## src/hdl/Core_cfg.svh

```systemverilog
`ifndef CORE_CFG_SVH
`define CORE_CFG_SVH

// Datapath word width.
`define DATA_WIDTH 32

// Register index width, 32 architectural registers.
`define REG_ADDR_WIDTH 5

`endif

```

## src/hdl/CorePkg.sv

```systemverilog
`include "Core_cfg.svh"

package CorePkg;

    // ~~~~~~~~~~~~~~~~~~~~~~~~~~~~~~
    // Basic datapath types
    // ~~~~~~~~~~~~~~~~~~~~~~~~~~~~~~
    typedef logic [`DATA_WIDTH-1:0] dataWord;
    typedef logic [`REG_ADDR_WIDTH-1:0] regIndex;

    // ~~~~~~~~~~~~~~~~~~~~~~~~~~~~~~
    // Instruction encodings
    // ~~~~~~~~~~~~~~~~~~~~~~~~~~~~~~
    typedef enum logic [5:0] {
        OP_RTYPE = 6'd0,
        OP_ADDI  = 6'd8,
        OP_ANDI  = 6'd12,
        OP_ORI   = 6'd13,
        OP_LUI   = 6'd15
    } Opcode;

    // Function field, only meaningful with OP_RTYPE.
    typedef enum logic [5:0] {
        FN_SLL = 6'd0,
        FN_SRL = 6'd2,
        FN_ADD = 6'd32,
        FN_SUB = 6'd34,
        FN_AND = 6'd36,
        FN_OR  = 6'd37,
        FN_XOR = 6'd38,
        FN_SLT = 6'd42
    } Funct;

    // Internal ALU selector.
    typedef enum logic [3:0] {
        ALU_ADD,
        ALU_SUB,
        ALU_AND,
        ALU_OR,
        ALU_XOR,
        ALU_SLT,
        ALU_SLL,
        ALU_SRL,
        ALU_LUI
    } AluOp;

endpackage

```

## src/hdl/RegFile.sv

```systemverilog
`timescale 1ns/1ps
`include "Core_cfg.svh"

module RegFile (
    input  logic             clk,
    input  logic             rst,
    input  CorePkg::regIndex readRegister1,
    input  CorePkg::regIndex readRegister2,
    input  CorePkg::regIndex writeRegister,
    input  CorePkg::dataWord writeData,
    input  logic             writeEnable,
    output CorePkg::dataWord readData1,
    output CorePkg::dataWord readData2,

    // Debug access.
    input  CorePkg::regIndex readRegisterDebug,
    output CorePkg::dataWord readDataDebug
);
    import CorePkg::*;

    localparam int regCount = 1 << `REG_ADDR_WIDTH;

    // Register 0 has no storage.
    dataWord memory [regCount-1:1];

    // Shared read path, index 0 is hardwired to zero.
    function automatic dataWord readPort(input regIndex index);
        dataWord value;
        if (index == '0) begin
            value = '0;
        end else begin
            value = memory[index];
        end
        return value;
    endfunction

    // ~~~~~~~~~~~~~~~~~~~~~~~~~~~~~~
    // Combinational reads
    // ~~~~~~~~~~~~~~~~~~~~~~~~~~~~~~
    always_comb begin
        readData1 = readPort(readRegister1);
        readData2 = readPort(readRegister2);
        readDataDebug = readPort(readRegisterDebug);
    end

    // ~~~~~~~~~~~~~~~~~~~~~~~~~~~~~~
    // Write port
    // ~~~~~~~~~~~~~~~~~~~~~~~~~~~~~~
    always_ff @(posedge clk or posedge rst) begin
        if (rst) begin
            for (int i = 1; i < regCount; i++) begin
                memory[i] <= '0;
            end
        end else if (writeEnable && writeRegister != '0) begin
            memory[writeRegister] <= writeData;
        end
    end

endmodule

```

## src/hdl/InstrDecoder.sv

```systemverilog
`timescale 1ns/1ps
`include "Core_cfg.svh"

module InstrDecoder (
    input  CorePkg::dataWord instr,
    output CorePkg::regIndex rs,
    output CorePkg::regIndex rt,
    output CorePkg::regIndex destReg,
    output logic [4:0]       shamt,
    output CorePkg::AluOp    aluOp,
    output logic             useImm,
    output CorePkg::dataWord imm,
    output logic             legal
);
    import CorePkg::*;

    Opcode opcode;
    Funct funct;
    regIndex rd;
    logic [15:0] immField;
    dataWord immSigned;
    dataWord immZero;
    dataWord immUpper;

    // ~~~~~~~~~~~~~~~~~~~~~~~~~~~~~~
    // Field extraction
    // ~~~~~~~~~~~~~~~~~~~~~~~~~~~~~~
    assign opcode = Opcode'(instr[31:26]);
    assign rs = instr[25:21];
    assign rt = instr[20:16];
    assign rd = instr[15:11];
    assign shamt = instr[10:6];
    assign funct = Funct'(instr[5:0]);
    assign immField = instr[15:0];

    // Immediate forms.
    assign immSigned = {{(`DATA_WIDTH-16){immField[15]}}, immField};
    assign immZero = {{(`DATA_WIDTH-16){1'b0}}, immField};
    assign immUpper = {immField, {(`DATA_WIDTH-16){1'b0}}};

    // ~~~~~~~~~~~~~~~~~~~~~~~~~~~~~~
    // Operation select
    // ~~~~~~~~~~~~~~~~~~~~~~~~~~~~~~
    always_comb begin
        aluOp = ALU_ADD;
        useImm = 1'b0;
        imm = immSigned;
        destReg = rt;
        legal = 1'b1;
        case (opcode)
            OP_RTYPE: begin
                destReg = rd;
                case (funct)
                    FN_ADD: aluOp = ALU_ADD;
                    FN_SUB: aluOp = ALU_SUB;
                    FN_AND: aluOp = ALU_AND;
                    FN_OR: aluOp = ALU_OR;
                    FN_XOR: aluOp = ALU_XOR;
                    FN_SLT: aluOp = ALU_SLT;
                    FN_SLL: aluOp = ALU_SLL;
                    FN_SRL: aluOp = ALU_SRL;
                    default: legal = 1'b0;
                endcase
            end
            OP_ADDI: begin
                aluOp = ALU_ADD;
                useImm = 1'b1;
                imm = immSigned;
            end
            OP_ANDI: begin
                aluOp = ALU_AND;
                useImm = 1'b1;
                imm = immZero;
            end
            OP_ORI: begin
                aluOp = ALU_OR;
                useImm = 1'b1;
                imm = immZero;
            end
            // Already shifted here, the ALU passes it on.
            OP_LUI: begin
                aluOp = ALU_LUI;
                useImm = 1'b1;
                imm = immUpper;
            end
            default: legal = 1'b0;
        endcase
    end

endmodule

```

## src/hdl/Alu.sv

```systemverilog
`timescale 1ns/1ps
`include "Core_cfg.svh"

module Alu (
    input  CorePkg::dataWord a,
    input  CorePkg::dataWord b,
    input  logic [4:0]       shamt,
    input  CorePkg::AluOp    aluOp,
    output CorePkg::dataWord result
);
    import CorePkg::*;

    dataWord sum;
    dataWord diff;
    logic lessThan;

    // ~~~~~~~~~~~~~~~~~~~~~~~~~~~~~~
    // Arithmetic and compare
    // ~~~~~~~~~~~~~~~~~~~~~~~~~~~~~~
    assign sum = a + b;
    assign diff = a - b;

    // Signed compare.
    assign lessThan = $signed(a) < $signed(b);

    // ~~~~~~~~~~~~~~~~~~~~~~~~~~~~~~
    // Result select
    // ~~~~~~~~~~~~~~~~~~~~~~~~~~~~~~
    always_comb begin
        case (aluOp)
            ALU_ADD: begin
                result = sum;
            end
            ALU_SUB: begin
                result = diff;
            end
            ALU_AND: begin
                result = a & b;
            end
            ALU_OR: begin
                result = a | b;
            end
            ALU_XOR: begin
                result = a ^ b;
            end
            ALU_SLT: begin
                result = {{(`DATA_WIDTH-1){1'b0}}, lessThan};
            end
            // Shifts act on rt.
            ALU_SLL: begin
                result = b << shamt;
            end
            ALU_SRL: begin
                result = b >> shamt;
            end
            ALU_LUI: begin
                result = b;
            end
            default: begin
                result = '0;
            end
        endcase
    end

endmodule

```

## src/hdl/ExecCore.sv

```systemverilog
`timescale 1ns/1ps
`include "Core_cfg.svh"

module ExecCore (
    input  logic             clk,
    input  logic             rst,
    input  logic             instrValid,
    input  CorePkg::dataWord instr,
    input  CorePkg::regIndex readRegisterDebug,
    output logic             resultValid,
    output CorePkg::regIndex resultReg,
    output CorePkg::dataWord resultData,
    output logic             illegal,
    output CorePkg::dataWord readDataDebug
);
    import CorePkg::*;

    regIndex rs;
    regIndex rt;
    regIndex destReg;
    logic [4:0] shamt;
    AluOp aluOp;
    logic useImm;
    dataWord imm;
    logic legal;
    dataWord readData1;
    dataWord readData2;
    dataWord operandB;
    dataWord aluResult;
    logic writeEnable;

    // ~~~~~~~~~~~~~~~~~~~~~~~~~~~~~~
    // Datapath
    // ~~~~~~~~~~~~~~~~~~~~~~~~~~~~~~
    InstrDecoder decoder (
        .instr(instr),
        .rs(rs),
        .rt(rt),
        .destReg(destReg),
        .shamt(shamt),
        .aluOp(aluOp),
        .useImm(useImm),
        .imm(imm),
        .legal(legal)
    );

    RegFile regFile (
        .clk(clk),
        .rst(rst),
        .readRegister1(rs),
        .readRegister2(rt),
        .writeRegister(destReg),
        .writeData(aluResult),
        .writeEnable(writeEnable),
        .readData1(readData1),
        .readData2(readData2),
        .readRegisterDebug(readRegisterDebug),
        .readDataDebug(readDataDebug)
    );

    assign operandB = useImm ? imm : readData2;

    Alu alu (
        .a(readData1),
        .b(operandB),
        .shamt(shamt),
        .aluOp(aluOp),
        .result(aluResult)
    );

    // Register 0 writes are dropped inside the register file.
    assign writeEnable = instrValid && legal;

    // ~~~~~~~~~~~~~~~~~~~~~~~~~~~~~~
    // Retire report, one cycle late
    // ~~~~~~~~~~~~~~~~~~~~~~~~~~~~~~
    always_ff @(posedge clk or posedge rst) begin
        if (rst) begin
            resultValid <= 1'b0;
            resultReg <= '0;
            resultData <= '0;
            illegal <= 1'b0;
        end else begin
            resultValid <= writeEnable;
            illegal <= instrValid && !legal;
            if (writeEnable) begin
                resultReg <= destReg;
                resultData <= aluResult;
            end
        end
    end

endmodule

```

## config.mk

```make
export PLATFORM = sky130hd
export DESIGN_NAME = ExecCore
export DESIGN_NICKNAME = d
export VERILOG_FILES = /design/src/hdl/CorePkg.sv /design/src/hdl/RegFile.sv /design/src/hdl/InstrDecoder.sv /design/src/hdl/Alu.sv /design/src/hdl/ExecCore.sv
export VERILOG_INCLUDE_DIRS = /design/src /design/src/hdl
export SDC_FILE = /design/constraint.sdc
export NUM_CORES = 2
export LEC_CHECK = 0
export ABC_CLOCK_PERIOD_IN_PS = 47400
export BUFFER_PORTS_ARGS = -buffer_cell sky130_fd_sc_hd__buf_2
export CORE_MARGIN = 1
export CORE_UTILIZATION = 50
export CTS_BUF_LIST = sky130_fd_sc_hd__clkbuf_8
export DETAILED_ROUTE_END_ITERATION = 8
export MAX_ROUTING_LAYER = met4
export PLACE_DENSITY_LB_ADDON = 0.25
export SKIP_CTS_REPAIR_TIMING = 1
export SLEW_MARGIN = 25
export SYNTH_ARGS = -nofsm -noshare
export SYNTH_HDL_FRONTEND = slang
export SYNTH_SLANG_ARGS = --single-unit
```

## constraint.sdc

```tcl
create_clock -name clk -period 47.4 [get_ports clk]
set_input_delay 2.37 -clock clk [delete_from_list [all_inputs] [get_ports clk]]
set_output_delay 2.37 -clock clk [all_outputs]
set_load 0.05 [all_outputs]
```

==> results by group <==
Outcome
  • Status: finished, final reports clean

Critical path
  • CP endpoint kind: output pin
  • CP cell instances: buf_8 -> buf_4 -> buf_4 -> buf_4 -> buf_4 -> buf_16 -> mux4_2 -> mux4_2 -> mux2_2 -> buf_2
  • CP Max Fanout: 63
  • Slowest CP cell: buf_4
  • CP arrival: 7930 ps
  • Crit start category: input port
  • WP data required: 45030 ps
  • Critical Path Max Stage Delay: 810 ps
  • CP Class: in2out
  • Critical Path Most Common Cell: buf_4

Timing
  • Final setup vio count: 0
  • Slew Limit Fails: 0
  • Final Cycle Share: 0.217
  • Setup ws final: 37100 ps
  • Final Critical Period: 10300 ps
  • Final Hold Fails: 0
  • Final clock skew: 57.2 ps
  • Setup TNS after final layout: 0 ps
  • Worst hold slack: 468 ps
  • Max Fclk: 97.1 MHz
  • Unrepaired setup endpoints after global routing: no
  • Slew headroom: 0.196
  • Worst Tran Pin Value: 1200 ps

Detailed routing
  • Iter 0 DRT Violations: 10200
  • DR WL/cell: 37.7 um
  • Remaining DRCs: 0
  • Vias/cell: 7.38
  • Detailed Route WL: 320000 um
  • Pre-antenna DRT Iters: 9
  • ANT nets after route: 0
  • Via count: 62700

Clock network
  • CTS root buf: clkbuf_8
  • Worst-path clk slew: 50 ps
  • Clk_lat worst skew: 980 ps
  • Clock sinks: 1031
  • Clock Tree Buf Depth: 3
  • TritonCTS buffer count: 183
  • H-tree Lvls: 4
  • CTS tree: built

Floorplanning
  • Die width: 379 um
  • Row count: 137
  • Die area: 0.144 mm^2
  • Core Region: 0.140 mm^2
  • Die height: 379 um
  • Initial Util: 0.507
  • I/O pin count: 111

Layout
  • Layout cell share with drive strength beyond 1: 0.276
  • Final core occ: 0.551
  • Final nets: 6608
  • Most common cell after layout, fill and taps aside: dfrtp_1
  • Most frequent cells in the layout: dfrtp_1 (1031), nor2_1 (914), a21oi_1 (843), mux4_2 (686), mux2_2 (348)
  • Synth-to-Final Area Change: 8.72%
  • Fill count: 12200

GRT
  • Largest net degree at the start of global routing: 165
  • Grt ovf: 0
  • Global-route wire length before repair: 453000 um
  • Initial antenna violation count: 16
  • Overall global routing resource usage: 0.461
  • Vias in the first global route: 59900

Logic synthesis
  • Flops & latches, synth: 1031
  • Post-synthesis cell type count: 108
  • Post-synth ARST share: 1.00
  • Register area share after synthesis: 0.363
  • Post-synth net total: 6775
  • Main flop type after synthesis: dfrtp_1
  • Cells after Synth: 6633
  • Mean post-synth cell area: 10.7 um^2
  • Yosys warning count: 0
  • Syn Std Cell Area: 0.0711 mm^2
  • Post-synth EDFFs: 0

Power and ir drop
  • Power Dens Cells: 31.0 mW/mm^2
  • Leakage power: 0.0332 uW
  • Worst VDD drop: 0.0255 mV
  • Total power: 2390 uW

Hold path
  • Worst min-delay path class: reg2reg

Placement
  • Hpwl dp: 208000 um
  • Dpl ws: 36810 ps
  • Final GP Congestion: 1.08
  • PortBufs: 110

Job
  • MaxCap Viol Count: 0
-- cell usage after synthesis (11+ instances only) --
cell type,instances,area share
nand3_1,60,0.0042
buf_2,96,0.0068
inv_1,104,0.0055
o211ai_1,38,0.0040
mux2i_1,231,0.033
o22ai_1,59,0.0052
o221ai_1,27,0.0033
clkbuf_1,457,0.024
ha_1,100,0.018
dfrtp_1,1031,0.36
nor4_1,27,0.0024
nand4_1,22,0.0019
buf_1,74,0.0039
o31ai_1,11,0.0012
nor3_1,50,0.0035
a211oi_1,42,0.0044
nor2b_1,25,0.0022
a21oi_1,848,0.060
or3_1,15,0.0013
a222oi_1,12,0.0017
mux2_2,348,0.055
a22oi_1,82,0.0087
nor2_1,949,0.050
o21ai_1,18,0.0013
o21bai_1,18,0.0019
a221o_1,19,0.0027
nand2_1,327,0.017
nand2b_1,34,0.0030
and3_1,18,0.0016
mux2_4,30,0.0063
o2111ai_1,15,0.0018
o21ai_0,190,0.013
buf_6,27,0.0043
xnor2_1,14,0.0017
and2_1,18,0.0016
a32oi_1,21,0.0026
a31oi_1,50,0.0044
o21a_1,20,0.0021
mux4_2,686,0.22
a22o_1,53,0.0065
buf_4,17,0.0018
a21o_1,22,0.0023
or2_2,29,0.0026
a221oi_1,90,0.011
or4_1,11,0.0012
-- flip-flops by register name, indices dropped and copies added, names as in the netlist --
signal and cells:
illegal 1, resultValid 1, resultData 32, regFile.memory 992, resultReg 5
-- power by group --
part	switching [uW]	internal [uW]
combinational	359	171
sequential	44.4	926
clock	408	485
total	812	1580
-- worst paths after layout --
check                                startpoint                  end  slack, ps  cells after the start
min in group asynchronous                   rst  regFile.memory[887]       1510                      2
min reg2reg                      resultData[14]       resultData[14]        470                      2
max reg2reg                 regFile.memory[966]  regFile.memory[928]      40330                     16
max in group asynchronous                   rst         resultReg[4]      42620                      5
min                              resultData[14]       resultData[14]        470                      2
max                        readRegisterDebug[0]     readDataDebug[3]      37100                     10
-- cell families (layout without fill, tap and decap cells) --
group                      count (synthesis)  in the layout  synth area share
xor gates and xnor gates                  19             19           0.00234
DFF                                     1031           1031             0.363
adders and majority gates                102            102            0.0182
muxes                                   1299           1299             0.312
AOI/OAI and AO/OA                       1761           1761             0.156
buffers and inverters                    794            764            0.0492
and+or+nand+nor                         1627           1627            0.0987
other                                      0             19                 0
-- stage by stage --
step,cells,cell area (um^2)
5_1_grt,8490,77200
4_1_cts,8475,77100
6_report,8498,77300
3_5_place_dp,8153,73200
2_1_floorplan,6633,71100
3_3_place_gp,8153,73200
-- layer usage --
layer / global-route usage / up-vias / routed length [um]
li1: - / 24900 / -
met5: - / - / 0
met1: 0.574 / 31400 / 115000
met4: 0.303 / 0 / 25200
met2: 0.619 / 5166 / 133000
met3: 0.181 / 1241 / 47400
-- area by class of cell --
type	count	area, um^2	area share
Sequential cell	1031	25800	0.334
Inverter	113	433	0.00560
Clock inverter	85	601	0.00777
Multi-Input combinational cell	4808	42300	0.548
Antenna cell	19	47.5	0.000615
Clock buffer	237	3260	0.0422
Tap cell	1876	2350	0.0304
Timing Repair Buffer	329	2420	0.0313
-- critical path: cells and delay by family --
family,cells,cell delay [ps]
buffers and inverters,7,3950
muxes,3,1450
No activity file was read; power rests on OpenSTA's default activity.
